--- src/source/image_consts.svh ---
// frame geometry, base addresses and word sizes; include wherever these constants are needed
`ifndef IMAGE_CONSTS_SVH
`define IMAGE_CONSTS_SVH

// frame geometry in pixels
`define IMG_WIDTH 8
`define IMG_HEIGHT 6

// one pixel per bus word
`define WORD_BYTES 4

// byte distance between vertically adjacent pixels
`define ROW_STRIDE (`IMG_WIDTH * `WORD_BYTES)

// source frame in upper sdram region, filtered frame at bottom
`define SRC_BASE 32'h0812_C000
`define DST_BASE 32'h0800_0000

// bus address width
`define ADDR_BITS 32

// bits per colour channel
`define CHAN_BITS 8

`endif

--- src/source/bus_pkg.sv ---
// memory bus request and response types shared by the master and its memory
`include "image_consts.svh"

package bus_pkg;

	// byte address on the bus
	typedef logic [`ADDR_BITS-1:0] mem_addr_t;

	// one data word
	typedef logic [31:0] mem_word_t;

	// master to memory, held steady while waitrequest is high
	typedef struct packed {
		mem_addr_t address;
		mem_word_t writedata;
		logic read;
		logic write;
	} mem_req_t;

	// memory to master
	typedef struct packed {
		mem_word_t readdata;
		logic readdatavalid;
		logic waitrequest;
	} mem_rsp_t;

endpackage

--- src/source/pixel_pkg.sv ---
// pixel, window and mode types used by the filter datapath and its controller
`include "image_consts.svh"

package pixel_pkg;

	// one colour channel
	typedef logic [`CHAN_BITS-1:0] channel_t;

	// same layout as a memory word, colour in the top three bytes
	typedef struct packed {
		channel_t red;
		channel_t green;
		channel_t blue;
		channel_t pad;
	} pixel_t;

	// first index is row (top, mid, bot), second is column (left, centre, right)
	typedef pixel_t [0:2][0:2] window_t;

	// values double as the row offset from the window top
	typedef enum logic [1:0] {
		row_top,
		row_mid,
		row_bot
	} row_sel_t;

	// pass selection, held as a level
	typedef enum logic [1:0] {
		mode_none,
		mode_invert,
		mode_blur
	} filter_mode_t;

endpackage

--- src/source/blur_kernel.sv ---
// registered 1-2-1 gaussian smoothing of a 3x3 pixel window, one result per channel
`include "image_consts.svh"

module blur_kernel (
	input logic clk,
	input logic reset_n,
	input pixel_pkg::window_t window,
	output pixel_pkg::pixel_t blurred
);
	// weights add to 16, so four extra bits hold the sum
	logic [`CHAN_BITS+3:0] sum_red;
	logic [`CHAN_BITS+3:0] sum_green;
	logic [`CHAN_BITS+3:0] sum_blue;

	// weight is 1 at corners, 2 on edges, 4 at centre, applied as a shift
	always_comb begin
		sum_red = '0;
		sum_green = '0;
		sum_blue = '0;
		for (int r = 0; r < 3; r++) begin
			for (int c = 0; c < 3; c++) begin
				sum_red = sum_red
					+ ({4'b0, window[r][c].red} << (int'(r == 1) + int'(c == 1)));
				sum_green = sum_green
					+ ({4'b0, window[r][c].green} << (int'(r == 1) + int'(c == 1)));
				sum_blue = sum_blue
					+ ({4'b0, window[r][c].blue} << (int'(r == 1) + int'(c == 1)));
			end
		end
	end

	// divide by 16 by dropping the low bits
	always_ff @(posedge clk) begin
		if (!reset_n) begin
			blurred <= '0;
		end else begin
			blurred <= '{
				red: sum_red[`CHAN_BITS+3:4],
				green: sum_green[`CHAN_BITS+3:4],
				blue: sum_blue[`CHAN_BITS+3:4],
				pad: '0
			};
		end
	end

endmodule

--- src/source/image_filter_top.sv ---
// top of the image filter engine; connects the controller, addresser and datapath blocks
module image_filter_top (
	input logic clk,
	input logic reset_n,
	input pixel_pkg::filter_mode_t filter_mode,
	output logic pass_done,
	output bus_pkg::mem_req_t mem_req,
	input bus_pkg::mem_rsp_t mem_rsp
);
	import bus_pkg::*;
	import pixel_pkg::*;

	// addresser handshake
	mem_addr_t rd_addr;
	mem_addr_t wr_addr;
	logic row_last;
	logic frame_last;
	logic frame_start;
	logic col_step;
	logic row_step;
	row_sel_t row_sel;

	// window and datapath
	logic load;
	logic shift;
	pixel_t load_pixel;
	window_t window;
	pixel_t blurred;
	pixel_t invert_in;
	pixel_t inverted;

	// sequencing and sole bus driver
	pass_controller pass_controller_inst (
		.clk(clk),
		.reset_n(reset_n),
		.filter_mode(filter_mode),
		.pass_done(pass_done),
		.mem_req(mem_req),
		.mem_rsp(mem_rsp),
		.rd_addr(rd_addr),
		.wr_addr(wr_addr),
		.row_last(row_last),
		.frame_last(frame_last),
		.frame_start(frame_start),
		.col_step(col_step),
		.row_step(row_step),
		.row_sel(row_sel),
		.load(load),
		.shift(shift),
		.load_pixel(load_pixel),
		.blurred(blurred),
		.inverted(inverted),
		.invert_in(invert_in)
	);

	window_addresser window_addresser_inst (
		.clk(clk),
		.reset_n(reset_n),
		.frame_start(frame_start),
		.col_step(col_step),
		.row_step(row_step),
		.row_sel(row_sel),
		.rd_addr(rd_addr),
		.wr_addr(wr_addr),
		.row_last(row_last),
		.frame_last(frame_last)
	);

	window_buffer window_buffer_inst (
		.clk(clk),
		.reset_n(reset_n),
		.load(load),
		.shift(shift),
		.row_sel(row_sel),
		.load_pixel(load_pixel),
		.window(window)
	);

	blur_kernel blur_kernel_inst (
		.clk(clk),
		.reset_n(reset_n),
		.window(window),
		.blurred(blurred)
	);

	pixel_invert pixel_invert_inst (
		.clk(clk),
		.reset_n(reset_n),
		.invert_in(invert_in),
		.inverted(inverted)
	);

endmodule

--- src/source/pass_controller.sv ---
// pass sequencer; runs the invert or blur pass and is the only driver of the memory bus master
`include "image_consts.svh"

module pass_controller (
	input logic clk,
	input logic reset_n,
	input pixel_pkg::filter_mode_t filter_mode,
	output logic pass_done,
	output bus_pkg::mem_req_t mem_req,
	input bus_pkg::mem_rsp_t mem_rsp,
	input bus_pkg::mem_addr_t rd_addr,
	input bus_pkg::mem_addr_t wr_addr,
	input logic row_last,
	input logic frame_last,
	output logic frame_start,
	output logic col_step,
	output logic row_step,
	output pixel_pkg::row_sel_t row_sel,
	output logic load,
	output logic shift,
	output pixel_pkg::pixel_t load_pixel,
	input pixel_pkg::pixel_t blurred,
	input pixel_pkg::pixel_t inverted,
	output pixel_pkg::pixel_t invert_in
);
	import bus_pkg::*;
	import pixel_pkg::*;

	// byte offset of the final pixel word in a frame
	localparam mem_addr_t LAST_OFFSET = mem_addr_t'((`IMG_WIDTH * `IMG_HEIGHT - 1) * `WORD_BYTES);

	typedef enum logic [3:0] {
		st_idle,
		st_inv_read,
		st_inv_wait,
		st_inv_calc,
		st_inv_write,
		st_col_read,
		st_col_wait,
		st_col_shift,
		st_kernel,
		st_blur_write,
		st_done
	} state_t;

	state_t state;
	// invert pass walks both frames with one offset
	mem_addr_t inv_offset;
	// columns shifted in since the row started, saturates at 3
	logic [1:0] fill_cnt;
	// read word kept for the invert stage
	pixel_t rd_word;
	logic accepted;

	assign accepted = !mem_rsp.waitrequest;

	always_ff @(posedge clk) begin
		if (!reset_n) begin
			state <= st_idle;
			inv_offset <= '0;
			fill_cnt <= '0;
			row_sel <= row_bot;
		end else begin
			case (state)
				st_idle: begin
					inv_offset <= '0;
					fill_cnt <= '0;
					row_sel <= row_bot;
					if (filter_mode == mode_invert)
						state <= st_inv_read;
					else if (filter_mode == mode_blur)
						state <= st_col_read;
				end
				st_inv_read: begin
					if (accepted)
						state <= st_inv_wait;
				end
				st_inv_wait: begin
					if (mem_rsp.readdatavalid)
						state <= st_inv_calc;
				end
				// pixel_invert registers its result here
				st_inv_calc: begin
					state <= st_inv_write;
				end
				st_inv_write: begin
					if (accepted) begin
						if (inv_offset == LAST_OFFSET) begin
							state <= st_done;
						end else begin
							inv_offset <= inv_offset + mem_addr_t'(`WORD_BYTES);
							state <= st_inv_read;
						end
					end
				end
				st_col_read: begin
					if (accepted)
						state <= st_col_wait;
				end
				// column is read bottom, middle, then top
				st_col_wait: begin
					if (mem_rsp.readdatavalid) begin
						case (row_sel)
							row_bot: row_sel <= row_mid;
							row_mid: row_sel <= row_top;
							default: row_sel <= row_bot;
						endcase
						state <= (row_sel == row_top) ? st_col_shift : st_col_read;
					end
				end
				// three columns needed before the first output of a row
				st_col_shift: begin
					if (fill_cnt != 2'd3)
						fill_cnt <= fill_cnt + 2'd1;
					state <= (fill_cnt >= 2'd2) ? st_kernel : st_col_read;
				end
				// blur_kernel registers its result here
				st_kernel: begin
					state <= st_blur_write;
				end
				st_blur_write: begin
					if (accepted) begin
						if (!row_last) begin
							state <= st_col_read;
						end else if (frame_last) begin
							state <= st_done;
						end else begin
							fill_cnt <= '0;
							state <= st_col_read;
						end
					end
				end
				// hold until the mode input is released
				st_done: begin
					if (filter_mode == mode_none)
						state <= st_idle;
				end
				default: state <= st_idle;
			endcase
		end
	end

	always_ff @(posedge clk) begin
		if (state == st_inv_wait && mem_rsp.readdatavalid)
			rd_word <= mem_rsp.readdata;
	end

	assign invert_in = rd_word;
	// window loads straight from the returning read data
	assign load_pixel = mem_rsp.readdata;
	assign load = (state == st_col_wait) && mem_rsp.readdatavalid;
	assign shift = (state == st_col_shift);
	assign col_step = (state == st_col_shift);
	assign frame_start = (state == st_idle) && (filter_mode == mode_blur);
	assign row_step = (state == st_blur_write) && accepted && row_last && !frame_last;
	assign pass_done = (state == st_done);

	// request fields depend only on state, so they stay put under waitrequest
	always_comb begin
		mem_req = '0;
		case (state)
			st_inv_read: begin
				mem_req.address = `SRC_BASE + inv_offset;
				mem_req.read = 1'b1;
			end
			st_inv_write: begin
				mem_req.address = `DST_BASE + inv_offset;
				mem_req.writedata = inverted;
				mem_req.write = 1'b1;
			end
			st_col_read: begin
				mem_req.address = rd_addr;
				mem_req.read = 1'b1;
			end
			st_blur_write: begin
				mem_req.address = wr_addr;
				mem_req.writedata = blurred;
				mem_req.write = 1'b1;
			end
			default: ;
		endcase
	end

endmodule

--- src/source/pixel_invert.sv ---
// registered colour complement of one pixel word for the invert pass
module pixel_invert (
	input logic clk,
	input logic reset_n,
	input pixel_pkg::pixel_t invert_in,
	output pixel_pkg::pixel_t inverted
);
	// 255 minus an 8-bit channel is its bitwise complement
	always_ff @(posedge clk) begin
		if (!reset_n) begin
			inverted <= '0;
		end else begin
			inverted <= '{
				red: ~invert_in.red,
				green: ~invert_in.green,
				blue: ~invert_in.blue,
				pad: '0
			};
		end
	end

endmodule

--- src/source/window_addresser.sv ---
// tracks window row and read column during the blur pass and forms its bus addresses
`include "image_consts.svh"

module window_addresser (
	input logic clk,
	input logic reset_n,
	input logic frame_start,
	input logic col_step,
	input logic row_step,
	input pixel_pkg::row_sel_t row_sel,
	output bus_pkg::mem_addr_t rd_addr,
	output bus_pkg::mem_addr_t wr_addr,
	output logic row_last,
	output logic frame_last
);
	import bus_pkg::*;

	// column counter reaches the width itself after the last load
	localparam int COL_BITS = $clog2(`IMG_WIDTH + 1);
	localparam int ROW_BITS = $clog2(`IMG_HEIGHT);

	// next column to read
	logic [COL_BITS-1:0] col;
	// source row at the window top
	logic [ROW_BITS-1:0] top_row;

	always_ff @(posedge clk) begin
		if (!reset_n) begin
			col <= '0;
			top_row <= '0;
		end else if (frame_start) begin
			col <= '0;
			top_row <= '0;
		end else if (row_step) begin
			col <= '0;
			top_row <= top_row + 1'b1;
		end else if (col_step) begin
			col <= col + 1'b1;
		end
	end

	// row_sel encodes the offset below the window top
	assign rd_addr = `SRC_BASE
		+ (mem_addr_t'(top_row) + mem_addr_t'(row_sel)) * `ROW_STRIDE
		+ mem_addr_t'(col) * `WORD_BYTES;

	// centre sits two columns behind the read column once the window is full
	assign wr_addr = `DST_BASE
		+ (mem_addr_t'(top_row) + mem_addr_t'(1)) * `ROW_STRIDE
		+ (mem_addr_t'(col) - mem_addr_t'(2)) * `WORD_BYTES;

	// centre at the last interior column
	assign row_last = (col == COL_BITS'(`IMG_WIDTH));
	// middle row at the last interior row
	assign frame_last = (top_row == ROW_BITS'(`IMG_HEIGHT - 3));

endmodule

--- src/source/window_buffer.sv ---
// three rows of four pixel slots; columns enter on the right and move left to form the window
module window_buffer (
	input logic clk,
	input logic reset_n,
	input logic load,
	input logic shift,
	input pixel_pkg::row_sel_t row_sel,
	input pixel_pkg::pixel_t load_pixel,
	output pixel_pkg::window_t window
);
	import pixel_pkg::*;

	// slot 3 takes the incoming column
	pixel_t [0:2][0:3] slots;

	always_ff @(posedge clk) begin
		if (!reset_n) begin
			slots <= '0;
		end else if (load) begin
			slots[row_sel][3] <= load_pixel;
		end else if (shift) begin
			// incoming column becomes the right edge
			for (int r = 0; r < 3; r++) begin
				for (int c = 0; c < 3; c++) begin
					slots[r][c] <= slots[r][c + 1];
				end
			end
		end
	end

	// window is the left three slots of each row
	always_comb begin
		for (int r = 0; r < 3; r++) begin
			window[r] = slots[r][0:2];
		end
	end

endmodule

--- config.mk ---
export PLATFORM = sky130hd
export DESIGN_NAME = image_filter_top
export DESIGN_NICKNAME = d
export VERILOG_FILES = /design/src/source/bus_pkg.sv /design/src/source/pixel_pkg.sv /design/src/source/blur_kernel.sv /design/src/source/image_filter_top.sv /design/src/source/pass_controller.sv /design/src/source/pixel_invert.sv /design/src/source/window_addresser.sv /design/src/source/window_buffer.sv
export VERILOG_INCLUDE_DIRS = /design/src /design/src/source
export SDC_FILE = /design/constraint.sdc
export NUM_CORES = 1
export LEC_CHECK = 0
export CORE_MARGIN = 3
export CORE_UTILIZATION = 50
export CTS_BUF_LIST = sky130_fd_sc_hd__clkbuf_2 sky130_fd_sc_hd__clkbuf_4 sky130_fd_sc_hd__clkbuf_8
export DETAILED_ROUTE_END_ITERATION = 8
export DONT_BUFFER_PORTS = 1
export PLACE_DENSITY_LB_ADDON = 0.05
export SLEW_MARGIN = 10
export SYNTH_ARGS = -nofsm -noshare
export SYNTH_HDL_FRONTEND = slang
export SYNTH_SLANG_ARGS = --single-unit
--- constraint.sdc ---
create_clock -name clk -period 16 [get_ports clk]
set_input_delay 3.2 -clock clk [delete_from_list [all_inputs] [get_ports clk]]
set_output_delay 3.2 -clock clk [all_outputs]
set_load 0.01 [all_outputs]
==> flow_summary.json, run 1 <==
{
  "finalCritPeriodShare": 0.427,
  "wire_per_inst_microns": 16.8,
  "grt_pass1_wl_microns": 83500,
  "die_x_microns": 213,
  "grt.total_usage": 0.229,
  "critPathCaptureType": "primary output",
  "maxSlewViolCount": 0,
  "antenna_cells": 0,
  "setup_viol": 0,
  "async_flop_share": 0,
  "use_met1": 0.310,
  "grtUsageMet2": 0.376,
  "nets": 2762,
  "synth_ff_type": "dfxtp_1",
  "outcome": "finished, final reports clean",
  "postCtsHoldBufs": 0,
  "crit_type": "reg -> out",
  "start_util": 0.509,
  "fin_area_sq_um": 23200,
  "crit_buf_inv": 2,
  "vias_per_cell": 5.40,
  "busiest_layer": "met2",
  "cp_cell_sequence": "inv_1, nand3_1, nand2_1, a222oi_1, inv_1",
  "synth.cell_area_sq_um": 21500,
  "grt_overflow_total": 0,
  "hold_class": "reg -> reg",
  "worst_pin_slew_ns": 1.08,
  "synthTopCellsByCount": "644 x nand2_1, 381 x dfxtp_1, 354 x a21oi_1",
  "synthCells": 2543,
  "drtAntennaViolNets": 0,
  "firstDrtPassIters": 5,
  "slowest_stage": "dfxtp_1",
  "power_density_nw_per_um2": 96.8,
  "core-area_sq_um": 42200,
  "rsz0062_at_grt": "false",
  "drive_gt1_frac": 0.0630,
  "crit_top_cell": "inv_1",
  "hold_viol": 0,
  "startpoint": "pass_controller_inst.state[3]$_SDFFE_PN0P_",
  "drc": 0,
  "critPathLaunchType": "flop",
  "fin_crit_ns": 6.83,
  "finalWirelength_microns": 51600,
  "io_buffers": 0,
  "grt_pass1_vias": 16000,
  "p_total_mw": 2.24,
  "antenna_found_initial": 0,
  "synth_top_area_frac": 0.355,
  "io-pin-count": 105,
  "r2r_start": "window_buffer_inst.window[248]$_SDFFE_PN0P_",
  "cp_top_family": "simple AND/OR/NAND/NOR gates",
  "placed_area_sq_um": 21700,
  "crit_path_max_fanout": 21,
  "relSlewSlack": 0.278,
  "p_leak_nw": 8.34,
  "yosysSeqAreaShare": 0.389,
  "yosysTopAreaCell": "dfxtp_1",
  "clock-sinks": 405,
  "cts_buffers": 72,
  "crit_required_ns": 12.80,
  "yosys_warnings": 0,
  "utilization": 0.549,
  "maxCapViolations": 0,
  "drt_iter0_markers": 1201,
  "fin_tns_setup_ns": 0,
  "num_rows": 75,
  "cts_max_level": 3,
  "tritoncts": "built",
  "vdd_drop_max_v": 0.0000854,
  "cts_root_buffer": "clkbuf_8",
  "die-height_microns": 213,
  "clk_latency_ns": 0.63,
  "grt.met3_usage": 0.0392,
  "clk_pin_slew_worst_paths_ns": 0.06,
  "area_delta_synth_final_pct": 7.86,
  "critPathArrivalTime_ns": 3.63,
  "gp_congestion": 0.819,
  "hp-start": "pass_controller_inst.invert_in[15]$_DFFE_PP_",
  "postCtsSetupRepairBufs": 0,
  "crit_path_max_incr_delay_ns": 0.81,
  "ys_seq_elements": 405,
  "grt_max_degree": 221,
  "post_cts_resized": 0,
  "clockBufferDepth": 3,
  "synth_edf_count": 24,
  "skew_ns": 0.0238,
  "fmax_mhz": 146,
  "die-area_sq_um": 45500,
  "num_vias": 16600,
  "yosysMostFrequentCell": "nand2_1",
  "synth_area_per_cell_sq_um": 8.45,
  "synthTopCellsByArea": "dfxtp_1 36%, fa_1 14%, nand2_1 11%",
  "ys_types": 70,
  "dp_hpwl_microns": 34400
}
## worst paths after layout
path	depth (start not counted)	slack [ns]	end
max	5	9.17	mem_req[39]
min	1	0.40	pixel_invert_inst.inverted[15]$_SDFF_PN0_
max reg2reg	18	10.34	blur_kernel_inst.blurred[31]$_SDFF_PN0_
min reg2reg	1	0.40	pixel_invert_inst.inverted[15]$_SDFF_PN0_
## flip-flops by register name, summed over array words and instances, names as in the netlist, 3 cells and up
signal,count
window_addresser_inst.top_row,3
pass_controller_inst.state,4
pass_controller_inst.inv_offset,30
window_buffer_inst.window,216
window_buffer_inst.slots,72
blur_kernel_inst.blurred,24
pass_controller_inst.invert_in,24
pixel_invert_inst.inverted,24
window_addresser_inst.col,4
## stage by stage
step           hold WS, ns  cells  worst slack (ns)
5_1_grt              0.412   3079              9.02
3_3_place_gp         0.382   2953              9.86
6_report             0.397   3079              9.17
2_1_floorplan        0.379   2552              9.84
3_5_place_dp         0.389   2953              9.87
4_1_cts              0.399   3079              9.19
## per-layer routing
layer,vias up,wire length [microns]
met1,8011,23500
met2,314,24400
met3,77,2410
met4,0,1280
li1,8210,-
met5,-,0
## cell families (layout without fill, tap and decap cells)
kind of cell / count (synthesis) / after routing / synth area share
adder cells (fa/ha/maj): 236 / 236 / 0.189
buffers and inverters: 394 / 382 / 0.0721
multiplexers: 5 / 5 / 0.00233
other: 1 / 10 / 0.000175
XOR/XNOR: 47 / 47 / 0.0192
flip-flops: 405 / 405 / 0.389
AND/OR/NAND/NOR: 909 / 909 / 0.180
AO/OA/AOI/OAI: 546 / 546 / 0.149
## report_power, final
group / internal (mW) / switching, mW / leakage [nW]
clock network: 0.548 / 0.426 / 0.772
registers: 1.04 / 0.0163 / 3.29
logic: 0.0516 / 0.164 / 4.27
## worst reg2reg max path, cell delays in order, from the launching register on
cell	delay, ns
dfxtp_1	0.33
ha_1	0.24
fa_1	0.42
a21o_1	0.19
a21oi_1	0.32
o21bai_1	0.10
a21oi_1	0.20
xor2_1	0.21
fa_1	0.47
fa_1	0.52
fa_1	0.53
fa_1	0.55
inv_1	0.05
ha_1	0.36
nor2_1	0.13
nor2_1	0.06
a2111oi_0	0.55
o311ai_0	0.23
o41ai_1	0.09
## cell type report
cell class | instances | area, sq um
inverters | 238 | 901
flip-flops and latches | 405 | 8350
clock buffers | 111 | 1330
repair buffers | 18 | 148
clock inverters | 15 | 118
multi-input cells | 1753 | 11600
well taps | 539 | 674
fillers | 3989 | 19100
## layout by cell type, fill, tap and decap left out, types with 25 or more instances in the layout
cell type	Yosys	layout
dfxtp_1	381	381
fa_1	146	146
ha_1	90	90
xnor2_1	33	33
nor2_1	92	92
nand2_1	644	643
a21oi_1	354	354
o21ai_0	56	56
clkbuf_4	0	31
inv_1	237	237
nand3_1	26	26
a22o_1	25	25
clkbuf_8	0	80
Note: power is estimated with default switching activity, not from simulation.
==> run 2, diff against run 1 <==
Clock period 16 ns to 6.63 ns, I/O delays scaled along.
==> run 2 against run 1 <==
Worst setup slack worse by 8.1 ns; clock skew rose by 0.00083 ns; critical path depth grew 13; non-clock buffer count fell by 6; register-to-register slack got worse by 9.3 ns; utilization rose by 0.33 points; clock power rose to 2.6 times the previous value; clock-buffer cell count is 5 higher; design area is 0.59% higher; largest power group unchanged; total power grew to 2.5 times the previous value; combinational power rose by 130%; critical path type is now reg -> reg.
==> flow_summary.json, run 2 (synthesized netlist as in run 1, its figures left out) <==
{
  "crit_path_max_fanout": 6,
  "crit_required_ns": 7.15,
  "worst_pin_slew_ns": 1.11,
  "crit_top_cell": "fa_1",
  "placed_area_sq_um": 21700,
  "hold_viol": 0,
  "hold_class": "reg -> reg",
  "crit_type": "reg -> reg",
  "clockBufferDepth": 3,
  "drtAntennaViolNets": 0,
  "start_util": 0.509,
  "skew_ns": 0.0246,
  "vias_per_cell": 5.39,
  "grt.total_usage": 0.231,
  "grt_max_degree": 221,
  "crit_buf_inv": 1,
  "finalCritPeriodShare": 0.846,
  "maxSlewViolCount": 0,
  "final_cell_mix": "642 x nand2_1, 381 x dfxtp_1, 354 x a21oi_1",
  "die_x_microns": 213,
  "dp_hpwl_microns": 33800,
  "drc": 0,
  "maxCapViolations": 0,
  "clkPwrFrac": 0.454,
  "drive_gt1_frac": 0.0654,
  "post_cts_resized": 0,
  "num_rows": 75,
  "seqPwrFrac": 0.456,
  "die-height_microns": 213,
  "outcome": "finished, final reports clean",
  "clock-sinks": 405,
  "vdd_drop_max_v": 0.000142,
  "wire_per_inst_microns": 16.9,
  "fillers": 3989,
  "clk_pin_slew_worst_paths_ns": 0.06,
  "postCtsHoldBufs": 0,
  "die-area_sq_um": 45500,
  "critPathCaptureType": "flop",
  "relSlewSlack": 0.261,
  "p_leak_nw": 8.39,
  "final_common_cell": "nand2_1",
  "antenna_found_initial": 0,
  "postCtsSetupRepairBufs": 0,
  "grt_pass1_vias": 16100,
  "fin_area_sq_um": 23300,
  "fin_tns_setup_ns": 0,
  "tritoncts": "built",
  "antenna_cells": 0,
  "setup_viol": 0,
  "gp_congestion": 0.815,
  "finalWirelength_microns": 51900,
  "area_delta_synth_final_pct": 8.51,
  "power_density_nw_per_um2": 241,
  "rsz0062_at_grt": "false",
  "nets": 2756,
  "critPathLaunchType": "flop",
  "clk_latency_ns": 0.63,
  "cp_top_family": "adder cells",
  "internal-power_mw": 4.12,
  "power.share.switching": 0.265,
  "p_sw_mw": 1.48,
  "drt_iter0_markers": 997,
  "largest_register_ffs": 216,
  "fmax_mhz": 178,
  "cts_buffers": 72,
  "core-area_sq_um": 42200,
  "grt_overflow_total": 0,
  "io-pin-count": 105,
  "critPathArrivalTime_ns": 6.13,
  "io_buffers": 0,
  "slowest_stage": "fa_1",
  "fin_crit_ns": 5.61,
  "combPwrFrac": 0.090,
  "firstDrtPassIters": 5,
  "crit_path_max_incr_delay_ns": 0.54,
  "cts_max_level": 3,
  "cp_cell_sequence": "ha_1, fa_1, a21o_1, a21oi_1, o21bai_1, a21oi_1, xor2_1, fa_1, fa_1, fa_1, fa_1, inv_1, ha_1, nor2_1, nor2_1, a2111oi_0, o311ai_0, o41ai_1",
  "grt_pass1_wl_microns": 84300,
  "num_vias": 16600,
  "cts_root_buffer": "clkbuf_8"
}
-- run 2: metrics by stage --
stage	utilization	cells	setup WS, ns	hold slack [ns]	total power, mW
2_1_floorplan	-	2552	1.52	0.379	2.97
3_3_place_gp	0.514	2947	1.08	0.386	3.10
3_5_place_dp	0.514	2947	1.07	0.388	3.11
4_1_cts	0.552	3079	1.04	0.377	5.67
5_1_grt	0.552	3079	0.671	0.397	5.85
6_report	0.552	3079	1.02	0.389	5.61
-- run 2: final timing paths --
path / from / endpoint / slack (ns) / cells past startpoint
max: window_buffer_inst.window[248]$_SDFFE_PN0P_ / blur_kernel_inst.blurred[31]$_SDFF_PN0_ / 1.02 / 18
min: pass_controller_inst.invert_in[12]$_DFFE_PP_ / pixel_invert_inst.inverted[12]$_SDFF_PN0_ / 0.39 / 1
max reg2reg: window_buffer_inst.window[248]$_SDFFE_PN0P_ / blur_kernel_inst.blurred[31]$_SDFF_PN0_ / 1.02 / 18
min reg2reg: pass_controller_inst.invert_in[12]$_DFFE_PP_ / pixel_invert_inst.inverted[12]$_SDFF_PN0_ / 0.39 / 1
-- run 2: area by class of cell --
class	count	area [sq um]	area share
Tap cell	539	674	0.0289
Clock inverter	16	163	0.00698
Timing Repair Buffer	12	128	0.00548
Multi-Input combinational cell	1753	11700	0.500
Sequential cell	405	8350	0.358
Clock buffer	116	1440	0.0618
Inverter	238	901	0.0387
-- run 2: power by group through the flow --
stage / Combinational [mW] / Clock [mW] / Sequential [mW]
finish: 0.504 / 2.55 / 2.56
global route: 0.555 / 2.73 / 2.56
CTS: 0.501 / 2.62 / 2.56
detailed placement: 0.499 / 0 / 2.61
global placement: 0.494 / 0 / 2.61
floorplan: 0.393 / 0 / 2.57
-- run 2: metal layers --
layer	wire length, microns	global-route usage	vias to the layer above
li1	-	-	8214
met1	23900	0.312	7974
met2	24400	0.379	316
met3	2330	0.0464	97
met4	1330	0.0711	0
met5	0	0	-
-- run 2: worst register-to-register path: stages (launching register included) --
cell       delay [ns]
dfxtp_1          0.32
ha_1             0.23
fa_1             0.41
a21o_1           0.19
a21oi_1          0.28
o21bai_1         0.11
a21oi_1          0.18
xor2_1           0.25
fa_1             0.49
fa_1             0.52
fa_1             0.52
fa_1             0.54
inv_1            0.04
ha_1             0.36
nor2_1           0.14
nor2_1           0.06
a2111oi_0        0.54
o311ai_0         0.24
o41ai_1          0.10
